$ cat config.mk
export PLATFORM = sky130hd
export DESIGN_NAME = pipelineCpu
export DESIGN_NICKNAME = d
export VERILOG_FILES = /design/src/cpuPkg.sv /design/src/pipelineCpu.sv /design/src/hazardUnit.sv /design/src/memoryStage.sv /design/src/executeStage.sv /design/src/decodeStage.sv /design/src/fetchStage.sv
export SDC_FILE = /design/constraint.sdc
export NUM_CORES = 2
export LEC_CHECK = 0
export BUFFER_PORTS_ARGS = -buffer_cell sky130_fd_sc_hd__buf_2
export CORE_UTILIZATION = 40
export DETAILED_ROUTE_END_ITERATION = 6
export PLACE_DENSITY_LB_ADDON = 0.25
export SYNTH_ARGS = -nofsm -noshare
export SYNTH_HDL_FRONTEND = slang
export SYNTH_SLANG_ARGS = --single-unit
$ cat constraint.sdc
create_clock -name clk -period 9.5 [get_ports clk]
set_input_delay 0.95 -clock clk [delete_from_list [all_inputs] [get_ports clk]]
set_output_delay 0.95 -clock clk [all_outputs]
set_load 0.02 [all_outputs]
$ cat src/cpuPkg.sv
// CPU package with instruction layout, widths and the opcode, ALU and forwarding encodings
package cpuPkg;

	localparam int xlen = 32;
	localparam int regAddrBits = 5;
	localparam int immBits = 16;
	localparam int targetBits = 26;
	localparam int opcodeBits = 6;
	localparam int aluOpBits = 4;
	localparam int shiftBits = 5;

	// Instruction field positions
	localparam int opcodeLsb = 26;
	localparam int rdLsb = 21;
	localparam int rsLsb = 16;
	localparam int rtLsb = 11;

	localparam logic [xlen-1:0] resetPc = '0;

	// Opcode zero doubles as the pipeline bubble
	typedef enum logic [opcodeBits-1:0] {
		opNop = 6'd0,
		opAlu = 6'd1,
		opAddi = 6'd2,
		opLoad = 6'd3,
		opStore = 6'd4,
		opBeq = 6'd5,
		opBne = 6'd6,
		opJump = 6'd7,
		opHalt = 6'd8
	} opcodeT;

	// Function code for opAlu
	typedef enum logic [aluOpBits-1:0] {
		aluAdd = 4'd0,
		aluSub = 4'd1,
		aluAnd = 4'd2,
		aluOr = 4'd3,
		aluXor = 4'd4,
		aluSll = 4'd5,
		aluSrl = 4'd6,
		aluSlt = 4'd7
	} aluOpT;

	typedef enum logic [1:0] {
		fwdNone = 2'd0,
		fwdMem = 2'd1,
		fwdWb = 2'd2
	} fwdSelT;

endpackage
$ cat src/pipelineCpu.sv
// Five-stage pipelined CPU top level joining the stages and the hazard unit
module pipelineCpu (
	input  logic clk,
	input  logic reset,
	input  logic [cpuPkg::xlen-1:0] instrData,
	input  logic instrReady,
	input  logic [cpuPkg::xlen-1:0] readData,
	input  logic dataReady,
	output logic [cpuPkg::xlen-1:0] instrAddr,
	output logic instrValid,
	output logic [cpuPkg::xlen-1:0] dataAddr,
	output logic [cpuPkg::xlen-1:0] writeData,
	output logic dataWrite,
	output logic dataValid,
	output logic halt
);
	import cpuPkg::*;

	// Fetch to decode
	logic [xlen-1:0] ifInstr;
	logic [xlen-1:0] ifNextPc;
	logic [regAddrBits-1:0] idRs;
	logic [regAddrBits-1:0] idRt;

	// Decode/execute register
	opcodeT exOpcode;
	aluOpT exAluOp;
	logic [xlen-1:0] exSrcA;
	logic [xlen-1:0] exSrcB;
	logic [xlen-1:0] exImm;
	logic [xlen-1:0] exNextPc;
	logic [xlen-1:0] exTarget;
	logic [regAddrBits-1:0] exRd;
	logic [regAddrBits-1:0] exRs;
	logic [regAddrBits-1:0] exRt;
	logic exWriteEn;

	// Execute/memory register and redirect
	opcodeT memOpcode;
	logic [xlen-1:0] memResult;
	logic [xlen-1:0] memStoreData;
	logic [regAddrBits-1:0] memRd;
	logic memWriteEn;
	logic redirect;
	logic [xlen-1:0] redirectPc;

	// Writeback and pipeline control
	logic wbEn;
	logic [regAddrBits-1:0] wbAddr;
	logic [xlen-1:0] wbData;
	logic memBusy;
	logic stallFront;
	fwdSelT fwdA;
	fwdSelT fwdB;

	// Instruction waits are absorbed inside fetch
	fetchStage u_fetchStage (
		.halted(halt),
		.fetchWait(),
		.*
	);

	decodeStage u_decodeStage (
		.flush(redirect),
		.*
	);

	executeStage u_executeStage (.*);

	memoryStage u_memoryStage (.*);

	hazardUnit u_hazardUnit (.*);

endmodule

$ cat src/hazardUnit.sv
// Hazard unit selecting operand forwarding and detecting the load-use stall
module hazardUnit (
	input  logic [cpuPkg::regAddrBits-1:0] idRs,
	input  logic [cpuPkg::regAddrBits-1:0] idRt,
	input  logic [cpuPkg::regAddrBits-1:0] exRs,
	input  logic [cpuPkg::regAddrBits-1:0] exRt,
	input  logic [cpuPkg::regAddrBits-1:0] exRd,
	input  cpuPkg::opcodeT exOpcode,
	input  logic [cpuPkg::regAddrBits-1:0] memRd,
	input  logic memWriteEn,
	input  logic [cpuPkg::regAddrBits-1:0] wbAddr,
	input  logic wbEn,
	output cpuPkg::fwdSelT fwdA,
	output cpuPkg::fwdSelT fwdB,
	output logic stallFront
);
	import cpuPkg::*;

	// Youngest producer wins
	function automatic fwdSelT selectSource(input logic [regAddrBits-1:0] src,
			input logic [regAddrBits-1:0] mRd, input logic mEn,
			input logic [regAddrBits-1:0] wRd, input logic wEn);
		if (src == '0)
			return fwdNone;
		if (mEn && mRd == src)
			return fwdMem;
		if (wEn && wRd == src)
			return fwdWb;
		return fwdNone;
	endfunction

	assign fwdA = selectSource(exRs, memRd, memWriteEn, wbAddr, wbEn);
	assign fwdB = selectSource(exRt, memRd, memWriteEn, wbAddr, wbEn);

	assign stallFront = exOpcode == opLoad && exRd != '0 && (exRd == idRs || exRd == idRt);

endmodule

$ cat src/memoryStage.sv
// Memory stage issuing data requests, selecting writeback data and tracking halt
module memoryStage (
	input  logic clk,
	input  logic reset,
	input  cpuPkg::opcodeT memOpcode,
	input  logic [cpuPkg::xlen-1:0] memResult,
	input  logic [cpuPkg::xlen-1:0] memStoreData,
	input  logic [cpuPkg::regAddrBits-1:0] memRd,
	input  logic memWriteEn,
	input  logic [cpuPkg::xlen-1:0] readData,
	input  logic dataReady,
	output logic [cpuPkg::xlen-1:0] dataAddr,
	output logic [cpuPkg::xlen-1:0] writeData,
	output logic dataWrite,
	output logic dataValid,
	output logic memBusy,
	output logic wbEn,
	output logic [cpuPkg::regAddrBits-1:0] wbAddr,
	output logic [cpuPkg::xlen-1:0] wbData,
	output logic halt
);
	import cpuPkg::*;

	logic isLoad;
	logic isStore;

	assign isLoad = memOpcode == opLoad;
	assign isStore = memOpcode == opStore;
	assign dataAddr = memResult;
	assign writeData = memStoreData;
	assign dataWrite = isStore;
	// Nothing behind the halt may touch memory
	assign dataValid = (isLoad || isStore) && !halt;
	assign memBusy = dataValid && !dataReady;

	always_ff @(posedge clk) begin
		if (reset) begin
			wbEn <= 1'b0;
			halt <= 1'b0;
		end else if (!memBusy) begin
			wbEn <= memWriteEn && !halt;
			if (memOpcode == opHalt)
				halt <= 1'b1;
		end
	end

	always_ff @(posedge clk) begin
		if (!memBusy) begin
			wbAddr <= memRd;
			wbData <= isLoad ? readData : memResult;
		end
	end

	assert property (@(posedge clk) disable iff (reset)
		memBusy |=> dataValid && $stable(dataAddr) && $stable(dataWrite));

endmodule

$ cat src/executeStage.sv
// Execute stage with operand forwarding, the ALU, branch resolution and the execute/memory register
module executeStage (
	input  logic clk,
	input  logic reset,
	input  logic memBusy,
	input  cpuPkg::opcodeT exOpcode,
	input  cpuPkg::aluOpT exAluOp,
	input  logic [cpuPkg::xlen-1:0] exSrcA,
	input  logic [cpuPkg::xlen-1:0] exSrcB,
	input  logic [cpuPkg::xlen-1:0] exImm,
	input  logic [cpuPkg::xlen-1:0] exNextPc,
	input  logic [cpuPkg::xlen-1:0] exTarget,
	input  logic [cpuPkg::regAddrBits-1:0] exRd,
	input  logic exWriteEn,
	input  cpuPkg::fwdSelT fwdA,
	input  cpuPkg::fwdSelT fwdB,
	input  logic [cpuPkg::xlen-1:0] wbData,
	output logic redirect,
	output logic [cpuPkg::xlen-1:0] redirectPc,
	output cpuPkg::opcodeT memOpcode,
	output logic [cpuPkg::xlen-1:0] memResult,
	output logic [cpuPkg::xlen-1:0] memStoreData,
	output logic [cpuPkg::regAddrBits-1:0] memRd,
	output logic memWriteEn
);
	import cpuPkg::*;

	logic [xlen-1:0] opA;
	logic [xlen-1:0] opB;
	logic [xlen-1:0] aluB;
	logic [xlen-1:0] aluResult;
	logic equal;
	logic taken;

	function automatic logic [xlen-1:0] pickOperand(input fwdSelT sel,
			input logic [xlen-1:0] regValue, input logic [xlen-1:0] memValue,
			input logic [xlen-1:0] wbValue);
		case (sel)
			fwdMem: return memValue;
			fwdWb: return wbValue;
			default: return regValue;
		endcase
	endfunction

	assign opA = pickOperand(fwdA, exSrcA, memResult, wbData);
	assign opB = pickOperand(fwdB, exSrcB, memResult, wbData);
	// addi, load and store take the immediate
	assign aluB = (exOpcode == opAlu) ? opB : exImm;

	always_comb begin
		case (exAluOp)
			aluSub: aluResult = opA - aluB;
			aluAnd: aluResult = opA & aluB;
			aluOr: aluResult = opA | aluB;
			aluXor: aluResult = opA ^ aluB;
			aluSll: aluResult = opA << aluB[shiftBits-1:0];
			aluSrl: aluResult = opA >> aluB[shiftBits-1:0];
			aluSlt: aluResult = {{(xlen-1){1'b0}}, $signed(opA) < $signed(aluB)};
			default: aluResult = opA + aluB;
		endcase
	end

	// Static not-taken, so any taken branch redirects
	assign equal = opA == opB;
	assign taken = (exOpcode == opBeq && equal) || (exOpcode == opBne && !equal);
	assign redirect = taken || exOpcode == opJump;
	assign redirectPc = (exOpcode == opJump) ? exTarget : exNextPc + exImm;

	always_ff @(posedge clk) begin
		if (reset) begin
			memOpcode <= opNop;
			memWriteEn <= 1'b0;
		end else if (!memBusy) begin
			memOpcode <= exOpcode;
			memWriteEn <= exWriteEn;
		end
	end

	always_ff @(posedge clk) begin
		if (!memBusy) begin
			memResult <= aluResult;
			memStoreData <= opB;
			memRd <= exRd;
		end
	end

	// A load result is never in memResult, the load-use stall must cover it
	assert property (@(posedge clk) disable iff (reset)
		(fwdA == fwdMem || fwdB == fwdMem) |-> memOpcode != opLoad);

endmodule

$ cat src/decodeStage.sv
// Decode stage with the register file, control decode and the decode/execute register
module decodeStage (
	input  logic clk,
	input  logic reset,
	input  logic [cpuPkg::xlen-1:0] ifInstr,
	input  logic [cpuPkg::xlen-1:0] ifNextPc,
	input  logic stallFront,
	input  logic memBusy,
	input  logic flush,
	input  logic wbEn,
	input  logic [cpuPkg::regAddrBits-1:0] wbAddr,
	input  logic [cpuPkg::xlen-1:0] wbData,
	output logic [cpuPkg::regAddrBits-1:0] idRs,
	output logic [cpuPkg::regAddrBits-1:0] idRt,
	output cpuPkg::opcodeT exOpcode,
	output cpuPkg::aluOpT exAluOp,
	output logic [cpuPkg::xlen-1:0] exSrcA,
	output logic [cpuPkg::xlen-1:0] exSrcB,
	output logic [cpuPkg::xlen-1:0] exImm,
	output logic [cpuPkg::xlen-1:0] exNextPc,
	output logic [cpuPkg::xlen-1:0] exTarget,
	output logic [cpuPkg::regAddrBits-1:0] exRd,
	output logic [cpuPkg::regAddrBits-1:0] exRs,
	output logic [cpuPkg::regAddrBits-1:0] exRt,
	output logic exWriteEn
);
	import cpuPkg::*;

	logic [xlen-1:0] regFile [2**regAddrBits];
	opcodeT opcode;
	aluOpT aluOp;
	logic [regAddrBits-1:0] rdField;
	logic readsRs;
	logic readsRt;
	logic readsRd;
	logic writesRd;
	logic [xlen-1:0] srcA;
	logic [xlen-1:0] srcB;

	assign opcode = opcodeT'(ifInstr[opcodeLsb +: opcodeBits]);
	assign rdField = ifInstr[rdLsb +: regAddrBits];

	always_comb begin
		readsRs = 1'b1;
		readsRt = 1'b0;
		readsRd = 1'b0;
		writesRd = 1'b0;
		aluOp = aluAdd;
		case (opcode)
			opAlu: begin
				readsRt = 1'b1;
				writesRd = 1'b1;
				aluOp = aluOpT'(ifInstr[aluOpBits-1:0]);
			end
			opAddi, opLoad: writesRd = 1'b1;
			// Stores and branches read rd as their second operand
			opStore, opBeq, opBne: readsRd = 1'b1;
			default: readsRs = 1'b0;
		endcase
	end

	assign idRs = readsRs ? ifInstr[rsLsb +: regAddrBits] : '0;
	assign idRt = readsRd ? rdField : (readsRt ? ifInstr[rtLsb +: regAddrBits] : '0);

	// Write-then-read bypass from writeback
	assign srcA = (idRs == '0) ? '0 : (wbEn && wbAddr == idRs) ? wbData : regFile[idRs];
	assign srcB = (idRt == '0) ? '0 : (wbEn && wbAddr == idRt) ? wbData : regFile[idRt];

	always_ff @(posedge clk) begin
		if (wbEn && wbAddr != '0)
			regFile[wbAddr] <= wbData;
	end

	always_ff @(posedge clk) begin
		if (reset || (!memBusy && (flush || stallFront))) begin
			exOpcode <= opNop;
			exWriteEn <= 1'b0;
			exRd <= '0;
			exRs <= '0;
			exRt <= '0;
		end else if (!memBusy) begin
			exOpcode <= opcode;
			exWriteEn <= writesRd && rdField != '0;
			exRd <= rdField;
			exRs <= idRs;
			exRt <= idRt;
		end
	end

	always_ff @(posedge clk) begin
		if (!memBusy) begin
			exAluOp <= aluOp;
			exSrcA <= srcA;
			exSrcB <= srcB;
			exImm <= {{(xlen-immBits){ifInstr[immBits-1]}}, ifInstr[immBits-1:0]};
			exNextPc <= ifNextPc;
			exTarget <= {{(xlen-targetBits){1'b0}}, ifInstr[targetBits-1:0]};
		end
	end

	// No writeback from the pipeline ever targets r0
	assert property (@(posedge clk) disable iff (reset)
		wbEn |-> wbAddr != '0);

endmodule

$ cat src/fetchStage.sv
// Fetch stage holding the PC, issuing instruction requests and loading the fetch/decode register
module fetchStage (
	input  logic clk,
	input  logic reset,
	input  logic stallFront,
	input  logic memBusy,
	input  logic redirect,
	input  logic [cpuPkg::xlen-1:0] redirectPc,
	input  logic halted,
	input  logic [cpuPkg::xlen-1:0] instrData,
	input  logic instrReady,
	output logic [cpuPkg::xlen-1:0] instrAddr,
	output logic instrValid,
	output logic fetchWait,
	output logic [cpuPkg::xlen-1:0] ifInstr,
	output logic [cpuPkg::xlen-1:0] ifNextPc
);
	import cpuPkg::*;

	logic [xlen-1:0] pc;
	logic [xlen-1:0] pendPc;
	logic [xlen-1:0] heldInstr;
	logic [xlen-1:0] heldNextPc;
	logic started;
	logic reqActive;
	logic pendRedirect;
	logic heldValid;
	logic accept;
	logic take;
	logic frontMove;

	// An open request is kept alive even after halt
	assign instrAddr = pc;
	assign instrValid = reqActive || (started && !halted && !heldValid);
	assign fetchWait = instrValid && !instrReady;
	assign accept = instrValid && instrReady;
	assign take = redirect && !memBusy;
	assign frontMove = !memBusy && !stallFront;

	always_ff @(posedge clk) begin
		if (reset) begin
			started <= 1'b0;
			reqActive <= 1'b0;
			pendRedirect <= 1'b0;
			pc <= resetPc;
		end else begin
			started <= 1'b1;
			reqActive <= fetchWait;
			// Redirect during a wait is applied once the word arrives
			if (take && !fetchWait)
				pc <= redirectPc;
			else if (accept)
				pc <= pendRedirect ? pendPc : pc + 1'b1;
			if (take && fetchWait)
				pendRedirect <= 1'b1;
			else if (take || accept)
				pendRedirect <= 1'b0;
		end
	end

	always_ff @(posedge clk) begin
		if (take && fetchWait)
			pendPc <= redirectPc;
		if (accept) begin
			heldInstr <= instrData;
			heldNextPc <= pc + 1'b1;
		end
	end

	// Word accepted while the front end is stalled
	always_ff @(posedge clk) begin
		if (reset || take || frontMove)
			heldValid <= 1'b0;
		else if (accept && !pendRedirect)
			heldValid <= 1'b1;
	end

	always_ff @(posedge clk) begin
		if (reset || take) begin
			ifInstr <= '0;
		end else if (frontMove) begin
			if (heldValid) begin
				ifInstr <= heldInstr;
				ifNextPc <= heldNextPc;
			end else if (accept && !pendRedirect) begin
				ifInstr <= instrData;
				ifNextPc <= pc + 1'b1;
			end else begin
				ifInstr <= '0;
			end
		end
	end

	assert property (@(posedge clk) disable iff (reset)
		fetchWait |=> instrValid && $stable(instrAddr));

endmodule

==> qor.csv <==
stage,metric,value,unit
clock_tree,clock sinks,1483,
synthesis,register bit count reported by yosys,1483,
route,Pre-antenna DRT Iters,7,
run_status,failing checks,DRC,
sta,Relative slew margins,17.27,%
placed_design,DP Cell Count,10107,
setup_path,"CP delay by family, top",compound AO/OA/AOI/OAI gates,
setup_path,crit path capture type,flop,
synthesis,Yosys top cell by area,edfxtp_1,
setup_path,CP Launch Type,flop,
setup_path,crit path kind,reg -> reg,
power_and_ir_drop,P per Cell Area,170.4,nW/µm²
placed_design,# port buffers,167,
hold_path,Hold Crit Class,in -> reg,
clock_tree,total CTS buffers,166,
floorplan,Die W,449.0,µm
synthesis,"top cells by count, synth","nand2_1 (1654), edfxtp_1 (1384), clkbuf_1 (489), nand3_1 (419), nor2_1 (339)",
setup_path,CP peak stage delay,0.86,ns
clock_tree,clk slew on worst S/H paths,0.06,ns
setup_path,Critical Path AT,8.09,ns
clock_tree,CTS tree,yes,
power_and_ir_drop,combinational share of power,8.6,%
power_and_ir_drop,overall power,15.18,mW
route,via count,67937,
clock_tree,Clock Root Buffer,clkbuf_16,
clock_tree,Max Root-Sink Buffers,3,
synthesis,top-area cell type share of the netlist area,51.99,%
power_and_ir_drop,sw power,3.833,mW
clock_tree,Resized cells post-CTS,0,
sta,final max-slew violation count,0,
synthesis,sequential-to-total area share from yosys stat,54.47,%
synthesis,"count leader, synth",nand2_1,
synthesis,"EDFF count, synth",1384,
clock_tree,CTS H-tree lvls,4,
setup_path,CP Data Required Time,10.18,ns
route,DRC Markers,2,
power_and_ir_drop,internal power,11.35,mW
run,Max Cap Viol,0,
sta,Fin. Hold Viols,0,
sta,unrepaired setup endpoints after global routing,no,
placed_design,Post-DP HPWL,192500,µm
cells_and_area,P&R area growth vs syn,11.46,%
sta,fmax,0.1348,GHz
setup_path,crit-path cells,xor2_1 -> nor4_1 -> and3_1 -> or4_1 -> ha_2 -> a221oi_2 -> or4_4 -> nand2_4 -> inv_2 -> fa_1 -> nor2b_1 -> o31a_1 -> o311ai_0 -> a21boi_0 -> o211ai_1 -> a211oi_1 -> o21ai_0 -> nand2_1 -> a2111oi_0 -> a2bb2oi_1,
synthesis,"Top FF cell, synth",edfxtp_1,
grt,global route overflow,0,
synthesis,ranking of synthesized cells by area,"edfxtp_1 (52%), nand2_1 (7.8%), a211oi_1 (2.9%)",
placed_design,gpl congestion,0.9674,
synthesis,Ys Warns,0,
run_status,status,"complete, but fails checks",
grt,vias in the first global route,63966,
grt,largest net degree at the start of global routing,164,
setup_path,CP max stage cell,ha_2,
floorplan,core area,197800,µm²
synthesis,post-synthesis cell type count,95,
setup_path,CP bufs+invs,1,
clock_tree,latest clock arrival within the worst-skew pair,0.84,ns
floorplan,I/O pin cnt,168,
grt,GRT Total Usage,30.57,%
cells_and_area,Fillers,18270,
synthesis,asr flop ratio synth,0,%
synthesis,Syn Std Cell Area,79940,µm²
sta,minimum clock period,7.416,ns
sta,worst slew pin tran,1.238,ns
sta,setup TNS,0,ns
sta,Final setup viols,0,
power_and_ir_drop,Worst VDD drop,204.1,µV
power_and_ir_drop,Reg power frac,48.9,%
cells_and_area,Finished Layout Cells,10414,
route,vias per cell,6.524,
route,"wirelength, routed",320500,µm
setup_path,CP max FO,35,
floorplan,Rows,163,
placed_design,Placed Instance Area,83710,µm²
synthesis,cells after synthesis,7719,
cells_and_area,final-stage net count,7839,
sta,final worst-path cycle share,78.07,%
floorplan,die height,449.0,µm
cells_and_area,layout cell share with drive strength beyond 1,12.13,%
sta,Worst Clk Skew,0.06865,ns
power_and_ir_drop,Clock Power Share,42.4,%
grt,initial antenna violation count,13,
floorplan,Initial Util,40.41,%
grt,first-pass GRT wire length,454300,µm
route,Routed WL per cell,30.78,µm
route,Starting DRT DRC Count,9459,
floorplan,die area,201600,µm²
power_and_ir_drop,Leak Pwr,32.30,nW
clock_tree,hold buffers post-CTS,0,
clock_tree,Post-CTS Setup Bufs,0,
cells_and_area,final instance area,89100,µm²
synthesis,syn_area_per_cell,10.36,µm²
power_and_ir_drop,switching share of power,25.25,%
route,ANT nets after route,0,
sta,Fin Hold WS,0.3037,ns
## power groups by stage
stage | combinational (mW) | sequential (mW) | clock (mW)
after floorplan | 0.632 | 7.60 | 0
after global placement | 1.26 | 7.56 | 0
after detailed placement | 1.26 | 7.56 | 0
after CTS | 1.27 | 7.42 | 6.51
after global routing | 1.37 | 7.43 | 6.77
final | 1.31 | 7.43 | 6.44
## worst register-to-register path, stage by stage (launching register included)
cell and delay (ns):
edfxtp_1 0.44, xor2_1 0.18, nor4_1 0.08, and3_1 0.17
or4_1 0.57, ha_2 0.86, a221oi_2 0.15, or4_4 0.69
nand2_4 0.40, inv_2 0.14, fa_1 0.44, nor2b_1 0.17
o31a_1 0.30, o311ai_0 0.52, a21boi_0 0.34, o211ai_1 0.45
a211oi_1 0.22, o21ai_0 0.30, nand2_1 0.14, a2111oi_0 0.48
a2bb2oi_1 0.24
## state kept, by name, indices dropped and copies added, names as in the netlist, 6 cells and up
signal	cells
u_decodeStage.exImm	15
u_executeStage.memOpcode	6
u_decodeStage.exNextPc	32
u_fetchStage.heldNextPc	32
u_decodeStage.exSrcB	32
u_fetchStage.instrAddr	32
u_executeStage.memResult	32
u_executeStage.memStoreData	32
u_fetchStage.pendPc	32
u_decodeStage.exTarget	11
u_decodeStage.exSrcA	32
u_decodeStage.regFile	1024
u_fetchStage.heldInstr	32
u_fetchStage.ifNextPc	32
u_memoryStage.wbData	32
u_decodeStage.exOpcode	6
u_fetchStage.ifInstr	32
## path summary, 6_finish.rpt
check	startpoint	depth (start not counted)	end	slack, ns
setup / recovery	u_executeStage.memRd[4]	20	u_executeStage.memResult[0]	2.08
hold / removal	instrData[19]	1	u_fetchStage.heldInstr[19]	0.30
setup reg to reg	u_executeStage.memRd[4]	20	u_executeStage.memResult[0]	2.08
hold reg to reg	u_fetchStage.ifNextPc[22]	0	u_decodeStage.exNextPc[22]	0.42
## layout by cell type, fill, tap and decap left out, types with 23 or more instances in the layout
master     synthesis  routed
nand2_1         1654    1647
edfxtp_1        1384    1384
nand3_1          419     419
a21oi_1          326     326
a211oi_1         313     313
nor2_1           339     299
a31oi_1          226     226
mux2_2           201     201
a311oi_1         194     194
o21ai_0          194     192
buf_4              6     184
buf_2             70     167
clkbuf_16          0     166
and3_1           149     149
mux2i_1          145     144
ha_1             133     131
a221oi_1         119     119
inv_1            118     116
dfxtp_1           99      94
o221ai_1          78      78
o211ai_1          76      76
nor3_1            69      63
xnor2_1           60      60
nor2b_1           60      60
a22oi_1           51      51
o311ai_0          50      50
nand2b_1          49      46
a21o_1            45      45
clkbuf_1         489      45
a221o_1           44      44
o211a_1           43      43
and2_1            49      42
nor2_4             0      39
xor2_1            39      39
clkinv_1           2      33
conb_1             1      32
a211o_1           23      23
## stage by stage
step / utilization, % / setup slack [ns]
after global routing: 45.04 / 1.795
after floorplan: - / 1.088
after detailed placement: 42.31 / 2.200
final: 45.04 / 2.084
after global placement: 42.31 / 2.163
after CTS: 45.04 / 2.206
## metal layers
metal / share of wire, % / GRT usage [%] / up-vias
met1: 38 / 40.03 / 33470
met3: 11 / 6.856 / 1016
met5: 0.013 / 0 / -
met4: 6.0 / 16.39 / 6
met2: 44 / 47.06 / 4439
li1: - / - / 29006
## kinds of logic (layout without fill, tap and decap cells)
kind of cell | after synthesis | in the layout | share of synthesized area, %
AO/OA/AOI/OAI | 1971 | 1971 | 17.79
XOR/XNOR | 99 | 99 | 1.085
adder cells (fa/ha/maj) | 136 | 136 | 2.157
buffers and inverters | 771 | 792 | 3.880
flip-flops | 1483 | 1483 | 54.47
multiplexers | 346 | 346 | 4.647
other | 1 | 35 | 0.004691
AND/OR/NAND/NOR | 2912 | 2912 | 15.97
## cell type report
cell class | count | area, µm² | share of cell area (%)
Sequential cell | 1483 | 43560 | 48.88
Clock buffer | 217 | 4405 | 4.944
Inverter | 123 | 469.2 | 0.5266
Multi-Input combinational cell | 5496 | 33880 | 38.03
Clock inverter | 87 | 979.7 | 1.100
Tap cell | 2640 | 3303 | 3.707
Antenna cell | 3 | 7.507 | 0.008426
Timing Repair Buffer | 365 | 2497 | 2.803
(Power assumes the default switching activity.)
